$ cat src/rtl/sandbox_defines.svh
// ------------------------------
// work memory geometry and
// control byte bit positions
// ------------------------------
`ifndef SANDBOX_DEFINES_SVH
`define SANDBOX_DEFINES_SVH

// work memory
`define SANDBOX_MEM_DEPTH   16   // words in the work memory
`define SANDBOX_ADDR_WIDTH  4    // bits per word address

// control byte layout
`define CMD_RUN_BIT         0    // start checksum engine
`define CMD_WRITE_BIT       1    // store data word, wins over run
`define CMD_ADDR_LSB        4    // write address in bits 7..4

`endif

$ cat src/rtl/sandboxPkg.sv
// ------------------------------
// host command and reply structs,
// memory request and response structs
// ------------------------------
`include "sandbox_defines.svh"

package sandboxPkg;

  // host link side
  typedef struct packed {
    logic [7:0]  control;     // command flags and write address
    logic [31:0] data;        // payload word
  } hostCommand_t;

  typedef struct packed {
    logic [7:0]  status;      // bit 0 running, bit 1 last success
    logic [31:0] outputWord;  // last checksum
  } hostReply_t;

  // ------------------------------
  // work memory port, one per peer
  // ------------------------------
  typedef struct packed {
    logic                           valid;        // request pending
    logic                           writeEnable;  // store when set, else read
    logic [`SANDBOX_ADDR_WIDTH-1:0] address;
    logic [31:0]                    writeData;
  } memRequest_t;

  typedef struct packed {
    logic        grant;       // request taken this cycle
    logic        readValid;   // read word one cycle after grant
    logic [31:0] readData;
  } memResponse_t;

endpackage

$ cat src/rtl/workMemory.sv
// ------------------------------
// work memory, single port,
// registered read
// ------------------------------
`timescale 1ns/1ps
`include "sandbox_defines.svh"

module workMemory (
  input  logic                           masterClock,
  input  logic                           memEnable,
  input  logic                           memWrite,      // store when set
  input  logic [`SANDBOX_ADDR_WIDTH-1:0] memAddress,
  input  logic [31:0]                    memWriteData,
  output logic [31:0]                    memReadData    // valid cycle after enable
);

  logic [31:0] storage [`SANDBOX_MEM_DEPTH];   // contents survive reset

  always_ff @(posedge masterClock)
  begin
    if (memEnable)
    begin
      if (memWrite)
        storage[memAddress] <= memWriteData;
      else
        memReadData <= storage[memAddress];
    end
  end

endmodule

$ cat src/rtl/memoryArbiter.sv
// ------------------------------
// fixed-priority work memory arbiter
// ------------------------------
`timescale 1ns/1ps
`include "sandbox_defines.svh"

module memoryArbiter import sandboxPkg::*; (
  input  logic                           masterClock,
  input  logic                           reset,           // sync, active low
  input  memRequest_t                    hostRequest,     // sandbox process, high priority
  input  memRequest_t                    engineRequest,
  output memResponse_t                   hostResponse,
  output memResponse_t                   engineResponse,
  output logic                           memEnable,
  output logic                           memWrite,
  output logic [`SANDBOX_ADDR_WIDTH-1:0] memAddress,
  output logic [31:0]                    memWriteData,
  input  logic [31:0]                    memReadData
);

  logic hostGrant, engineGrant;
  logic hostReadPending, engineReadPending;     // owner of the returning word

  assign hostGrant   = hostRequest.valid;
  assign engineGrant = engineRequest.valid && !hostRequest.valid;

  // ------------------------------
  // memory port mux
  // ------------------------------
  assign memEnable    = hostGrant || engineGrant;
  assign memWrite     = hostGrant ? hostRequest.writeEnable : engineRequest.writeEnable;
  assign memAddress   = hostGrant ? hostRequest.address     : engineRequest.address;
  assign memWriteData = hostGrant ? hostRequest.writeData   : engineRequest.writeData;

  assign hostResponse   = '{grant: hostGrant, readValid: hostReadPending,
                            readData: memReadData};
  assign engineResponse = '{grant: engineGrant, readValid: engineReadPending,
                            readData: memReadData};

  always_ff @(posedge masterClock)
  begin
    if (!reset)
    begin
      hostReadPending   <= 1'b0;
      engineReadPending <= 1'b0;
    end
    else
    begin
      hostReadPending   <= hostGrant && !hostRequest.writeEnable;
      engineReadPending <= engineGrant && !engineRequest.writeEnable;
    end
  end

endmodule

$ cat src/rtl/checksumEngine.sv
// ------------------------------
// checksum engine, scans the work
// memory and judges the sum
// ------------------------------
`timescale 1ns/1ps
`include "sandbox_defines.svh"

module checksumEngine import sandboxPkg::*; (
  input  logic         masterClock,
  input  logic         reset,         // sync, active low
  input  logic         startRun,      // ignored while busy
  input  logic [31:0]  expectedSum,
  output memRequest_t  memRequest,    // read-only port
  input  memResponse_t memResponse,
  output logic         running,
  output logic         lastSuccess,
  output logic [31:0]  lastSum
);

  localparam logic [`SANDBOX_ADDR_WIDTH-1:0] LastAddress =
    `SANDBOX_ADDR_WIDTH'(`SANDBOX_MEM_DEPTH - 1);

  logic [`SANDBOX_ADDR_WIDTH-1:0] readAddress;    // next read to issue
  logic [`SANDBOX_ADDR_WIDTH-1:0] receiveCount;   // words summed so far
  logic                           issueDone;      // all reads granted
  logic [31:0]                    expectedReg;
  logic [31:0]                    accumulator;
  logic [31:0]                    nextSum;

  assign nextSum    = accumulator + memResponse.readData;   // 32-bit wrap
  assign memRequest = '{valid: running && !issueDone, writeEnable: 1'b0,
                        address: readAddress, writeData: '0};

  // ------------------------------
  // scan control
  // ------------------------------
  always_ff @(posedge masterClock)
  begin
    if (!reset)
    begin
      running      <= 1'b0;
      issueDone    <= 1'b0;
      readAddress  <= '0;
      receiveCount <= '0;
      lastSuccess  <= 1'b0;
      lastSum      <= '0;
    end
    else if (!running)
    begin
      if (startRun)
      begin
        running      <= 1'b1;                     // edge after startRun
        issueDone    <= 1'b0;
        readAddress  <= '0;
        receiveCount <= '0;
      end
    end
    else
    begin
      if (memRequest.valid && memResponse.grant)
      begin
        readAddress <= readAddress + 1'b1;        // advance on grant
        if (readAddress == LastAddress)
          issueDone <= 1'b1;
      end
      if (memResponse.readValid)
      begin
        receiveCount <= receiveCount + 1'b1;
        if (receiveCount == LastAddress)          // sixteenth word
        begin
          running     <= 1'b0;
          lastSum     <= nextSum;
          lastSuccess <= (nextSum == expectedReg);
        end
      end
    end
  end

  // sum datapath
  always_ff @(posedge masterClock)
  begin
    if (!running && startRun)
    begin
      expectedReg <= expectedSum;
      accumulator <= '0;
    end
    else if (memResponse.readValid)
      accumulator <= nextSum;
  end

endmodule

$ cat src/rtl/sandboxProcess.sv
// ------------------------------
// host command FSM, reply registers,
// write port and user indicator
// ------------------------------
`timescale 1ns/1ps
`include "sandbox_defines.svh"

module sandboxProcess import sandboxPkg::*; (
  input  logic         masterClock,
  input  logic         reset,         // sync, active low
  input  logic         slowClock,     // indicator timing
  input  logic         dataReceived,
  input  hostCommand_t command,
  output logic         clearDR,
  output logic         transmitData,
  output hostReply_t   reply,
  output logic         rxIndicator,
  output memRequest_t  memRequest,    // write-only port
  input  memResponse_t memResponse,
  output logic         startRun,
  output logic [31:0]  expectedSum,
  input  logic         running,
  input  logic         lastSuccess,
  input  logic [31:0]  lastSum
);

  typedef enum logic [2:0] {ACCEPT, TRANSMIT, WAIT, CLEAR, RELEASE} cmdState_t;
  typedef enum logic [2:0] {IND_IDLE, IND_HIGH1, IND_LOW1, IND_HIGH2, IND_LOW2} indState_t;

  cmdState_t                      state;
  indState_t                      indState;
  logic                           isWrite, isRun;   // decoded at accept
  logic                           writeValid;
  logic [`SANDBOX_ADDR_WIDTH-1:0] writeAddress;
  logic [31:0]                    dataWord;         // payload, no reset
  logic [1:0]                     slowSync;         // two-flop synchronizer
  logic                           indArmed;

  assign expectedSum = dataWord;
  assign memRequest  = '{valid: writeValid, writeEnable: 1'b1,
                         address: writeAddress, writeData: dataWord};

  // ------------------------------
  // command sequence
  // ------------------------------
  always_ff @(posedge masterClock)
  begin
    if (!reset)
    begin
      state        <= ACCEPT;
      isWrite      <= 1'b0;
      isRun        <= 1'b0;
      writeValid   <= 1'b0;
      startRun     <= 1'b0;
      transmitData <= 1'b0;
      clearDR      <= 1'b0;
      reply        <= '0;
    end
    else
    begin
      startRun <= 1'b0;                               // one-cycle pulse
      if (writeValid && memResponse.grant)
        writeValid <= 1'b0;                           // store taken
      case (state)
        ACCEPT:
          if (dataReceived)                           // edge 0
          begin
            isWrite <= command.control[`CMD_WRITE_BIT];
            isRun   <= !command.control[`CMD_WRITE_BIT] && command.control[`CMD_RUN_BIT];
            if (!command.control[`CMD_WRITE_BIT] && !command.control[`CMD_RUN_BIT])
            begin
              reply.status[0] <= running;             // query
              if (!running)
                reply.status[1] <= lastSuccess;       // keep old while busy
              reply.outputWord <= lastSum;
            end
            state <= TRANSMIT;
          end
        TRANSMIT:
        begin
          transmitData <= 1'b1;                       // edge 1
          writeValid   <= isWrite;
          startRun     <= isRun;
          state        <= WAIT;
        end
        WAIT:
          state <= CLEAR;
        CLEAR:
        begin
          clearDR <= 1'b1;                            // edge 3
          state   <= RELEASE;
        end
        RELEASE:
          if (!dataReceived)
          begin
            transmitData <= 1'b0;                     // both drop together
            clearDR      <= 1'b0;
            state        <= ACCEPT;
          end
        default:
          state <= ACCEPT;
      endcase
    end
  end

  // payload of the accepted command
  always_ff @(posedge masterClock)
  begin
    if (state == ACCEPT && dataReceived)
    begin
      writeAddress <= command.control[`CMD_ADDR_LSB +: `SANDBOX_ADDR_WIDTH];
      dataWord     <= command.data;
    end
  end

  // ------------------------------
  // user indicator
  // ------------------------------
  always_ff @(posedge masterClock)
  begin
    if (!reset)
    begin
      slowSync    <= 2'b00;
      indState    <= IND_IDLE;
      indArmed    <= 1'b0;
      rxIndicator <= 1'b0;
    end
    else
    begin
      slowSync <= {slowSync[0], slowClock};
      if (state == ACCEPT && dataReceived)
        indArmed <= 1'b1;                             // accepted command
      case (indState)
        IND_IDLE:
          if (indArmed)
          begin
            indArmed <= 1'b0;
            indState <= IND_HIGH1;
          end
        IND_HIGH1:
          if (slowSync[1])
            indState <= IND_LOW1;
        IND_LOW1:
          if (!slowSync[1])
          begin
            rxIndicator <= 1'b1;                      // pulse starts
            indState    <= IND_HIGH2;
          end
        IND_HIGH2:
          if (slowSync[1])
            indState <= IND_LOW2;
        IND_LOW2:
          if (!slowSync[1])
          begin
            rxIndicator <= 1'b0;
            indState    <= IND_IDLE;
          end
        default:
          indState <= IND_IDLE;
      endcase
    end
  end

endmodule

$ cat src/rtl/sandboxTop.sv
// ------------------------------
// sandbox top, process, engine,
// arbiter and work memory
// ------------------------------
`timescale 1ns/1ps
`include "sandbox_defines.svh"

module sandboxTop import sandboxPkg::*; (
  input  logic         masterClock,
  input  logic         reset,         // sync, active low
  input  logic         slowClock,
  input  logic         dataReceived,
  input  hostCommand_t command,
  output logic         clearDR,
  output logic         transmitData,
  output hostReply_t   reply,
  output logic         rxIndicator
);

  // ------------------------------
  // peer wiring
  // ------------------------------
  memRequest_t                    hostRequest, engineRequest;
  memResponse_t                   hostResponse, engineResponse;
  logic                           startRun, running, lastSuccess;
  logic [31:0]                    expectedSum, lastSum;
  logic                           memEnable, memWrite;
  logic [`SANDBOX_ADDR_WIDTH-1:0] memAddress;
  logic [31:0]                    memWriteData, memReadData;

  sandboxProcess process (
    .masterClock, .reset, .slowClock, .dataReceived, .command,
    .clearDR, .transmitData, .reply, .rxIndicator,
    .memRequest(hostRequest), .memResponse(hostResponse),
    .startRun, .expectedSum, .running, .lastSuccess, .lastSum
  );

  checksumEngine engine (
    .masterClock, .reset, .startRun, .expectedSum,
    .memRequest(engineRequest), .memResponse(engineResponse),
    .running, .lastSuccess, .lastSum
  );

  memoryArbiter arbiter (
    .masterClock, .reset, .hostRequest, .engineRequest, .hostResponse, .engineResponse,
    .memEnable, .memWrite, .memAddress, .memWriteData, .memReadData
  );

  workMemory memory (.masterClock, .memEnable, .memWrite, .memAddress, .memWriteData, .memReadData);

endmodule

$ cat config.mk
export PLATFORM = sky130hd
export DESIGN_NAME = sandboxTop
export DESIGN_NICKNAME = d
export VERILOG_FILES = /design/src/rtl/sandboxPkg.sv /design/src/rtl/workMemory.sv /design/src/rtl/memoryArbiter.sv /design/src/rtl/checksumEngine.sv /design/src/rtl/sandboxProcess.sv /design/src/rtl/sandboxTop.sv
export VERILOG_INCLUDE_DIRS = /design/src /design/src/rtl
export SDC_FILE = /design/constraint.sdc
export NUM_CORES = 1
export LEC_CHECK = 0
export BUFFER_PORTS_ARGS = -buffer_cell sky130_fd_sc_hd__buf_2
export CORE_UTILIZATION = 58
export CTS_BUF_LIST = sky130_fd_sc_hd__clkbuf_4
export CTS_CLUSTER_SIZE = 14
export DETAILED_ROUTE_END_ITERATION = 10
export PLACE_DENSITY = 0.78
export SLEW_MARGIN = 20
export SYNTH_ARGS = -nofsm -noshare
export SYNTH_HDL_FRONTEND = slang
export SYNTH_SLANG_ARGS = --single-unit
$ cat constraint.sdc
create_clock -name masterClock -period 5.31 [get_ports masterClock]
set_clock_uncertainty 0.15 [all_clocks]
set_input_delay 0.2655 -clock masterClock [delete_from_list [all_inputs] [get_ports masterClock]]
set_output_delay 0.2655 -clock masterClock [all_outputs]
set_load 0.02 [all_outputs]
==> metrics.txt <==
number of buffers added on ports 78; DRC 0; CTS tree yes; ys async rst share 0%; final setup TNS 0 ns; via count 18000; Max Slew Vio Count 0; Synth Area per Inst 15.7 um^2; total power between 10 and 15 mW; Slew headroom 34.1%; Max Clk Rate 252 MHz; worst slew pin tran between 0.9 and 1 ns; GRT overflow 0; pwr dens 332 nW/um^2; initial antenna violation count 3; minimum clock period just under 4 ns; EDFF count, synth between 600 and 700; htree depth 4; CORE AREA a little over 50000 um^2; Final setup viols 0; ratio of cells with drive above 1 in the final layout 24.3%; worst skew pair latency 1.06 ns; FF+latch count, synth 738; startpoint types flip-flop; clock buffer depth 3; sequential share of the synthesized area 69.2%; final hold violation count 0; Starting Density 58.8%; DRT iter0 DRCs between 1500 and 2000; unrepaired setup endpoints after global routing false; Clock transition at path regs roughly 0.070 ns; Post-Synthesis Cells 1926; post-cts sizing count 0; Die Y 230 um; first-pass GRT wire length 107000 um; Worst EP required 6.16 ns; DR top layer met4; Top FF cell, synth edfxtp_1; CTS Buf Count 180; period utilization 74.8%; Routed WL per cell 22.9 um; GP Congestion 0.936; root buf cell clkbuf_4; dpl cells roughly 2600; worst hold path class in2reg; die area 53000 um^2; critical setup path kind reg2reg; nets@finish approximately 2300; metal2 WL 34400 um; CP max FO 6; total track usage 27.3%; Die W 230 um; status finished clean; synth warn 0; Post-Syn Area 30200 um^2; crit end category flip-flop; critical path arrival 4.82 ns; Max VDD drop 0.198 mV; WHS Path Cells 5; area delta synth->final 14.6%; pre-CTS WS ~1.4 ns; vias per cell roughly 6; final cell count without fillers 3024; post-synth cell types 73; metal3 WL between 6000 and 7000 um; Routed WL 69400 um; M1 wire length ~27000 um; I/O Pins 87; setup ws final between 1 and 1.5 ns; Antenna Nets Post-Route 0; vias in the first global route 18400; DRT Pass-1 Iters 5; Worst Reg-to-Reg Cells 13; P_leak 11.0 nW; Sinks on Clock Net around 740; max cap viols 0; largest net degree at the start of global routing 92; Rows 83; hpwl dp approximately 40000 um
-- cell type report --
cell class              count  area (um^2)
diodes                      6         15.0
clock buffers             261         1960
clock inverters            58          399
fillers                  3357        16800
inverters                  14         52.6
multi-input cells        1065         8830
flip-flops and latches    738        20900
well taps                 680          851
repair buffers            202         1620
-- cells in the final DEF, fill, tap and decap left out, types with 15 or more instances in the layout --
cell,synthesis,final
a211oi_1,40,40
a21boi_0,67,67
a21oi_1,46,46
a31oi_1,36,36
and2_1,72,71
buf_2,11,78
buf_4,11,31
clkbuf_4,0,261
clkinv_1,0,41
dfxtp_1,126,124
dlygate4sd3_1,0,87
edfxtp_1,612,612
ha_1,33,33
mux2i_1,34,30
mux4_2,128,128
nand2_1,243,242
nand2b_1,15,15
nand4_1,15,15
nor2_1,77,71
o21ai_0,34,34
xnor2_1,37,37
xor2_1,27,27
-- layer usage --
layer / global-route usage (%) / vias to the layer above
li1: - / 8050
met4: 10.0 / 0
met2: 45.1 / 933
met1: 34.9 / 8852
met3: 6.99 / 135
met5: 0 / -
-- worst max-delay path, cell delays in order (launching register included) --
cell	delay, ns
dfxtp_1	0.34
ha_1	0.17
inv_1	0.06
fa_1	0.40
nor2b_1	0.18
o2111ai_1	0.31
a211oi_1	0.64
o21ai_0	0.27
and4b_1	0.25
nor4_1	0.23
nor4b_1	0.40
and4_1	0.27
nand4_1	0.14
nand2_1	0.11
-- power by group --
part	leakage [nW]	switching, mW	internal [mW]
Combinational	3.98	0.228	0.168
Sequential	5.62	0.0585	6.27
Clock	1.39	2.21	2.55
-- per-stage QoR --
step,utilization [%],instance area (um^2),hold slack [ns]
2_1_floorplan,-,30200,0.214
3_3_place_gp,61.0,31300,0.264
3_5_place_dp,61.0,31300,0.273
5_1_grt,67.4,34600,0.0698
6_report,67.4,34600,0.0944
4_1_cts,67.3,34600,0.0104
-- Yosys cell counts (all sizes together) (16+ instances only) --
library cell,instances,area share [%]
nand2,246,3.1
a31oi,37,0.79
dfxtp,126,8.4
edfxtp,612,61
nor2,77,0.96
clkbuf,71,1.1
nand4,16,0.35
mux4,128,9.5
nor3,18,0.30
buf,43,0.94
mux2i,34,1.1
a21boi,67,1.7
o21ai,36,0.61
xor2,27,0.78
xnor2,37,1.1
a211oi,40,0.99
ha,33,1.4
a21oi,47,0.79
and2,73,1.5
-- registers in the layout, indices dropped and copies added, names as in the netlist, 2 cells and up --
name / cells
memory.storage: 512
process.expectedSum: 32
process.slowSync: 2
process.indState: 3
process.writeAddress: 4
engine.lastSum: 32
engine.readAddress: 4
process.reply: 34
process.state: 3
engine.expectedReg: 32
memory.memReadData: 32
engine.accumulator: 32
engine.receiveCount: 4
-- path summary, 6_finish.rpt --
path | startpoint | end | slack [ns]
worst max-delay path | engine.accumulator[0] | engine.lastSuccess | 1.34
worst min register to register | engine.lastSum[12] | process.reply[12] | 0.28
worst max register to register | engine.accumulator[0] | engine.lastSuccess | 1.34
worst min-delay path | dataReceived | process.clearDR | 0.09
-- cells by family after synthesis --
| group | share of synthesized area [%] |
|---|---|
| flops | 69.2 |
| mux | 10.8 |
| fa+ha+maj | 1.43 |
| simple gates | 8.01 |
| compound gates | 6.37 |
| buf+inv | 2.20 |
| xor+xnor | 2.01 |
| other cells | 0.0124 |
-- timing repair --
action | CTS | global route
buffers inserted | 0 | 0
hold buffers | 87 | 0
hold endpoints to repair | 166 | 0
Power figures use the tool's default switching activity.
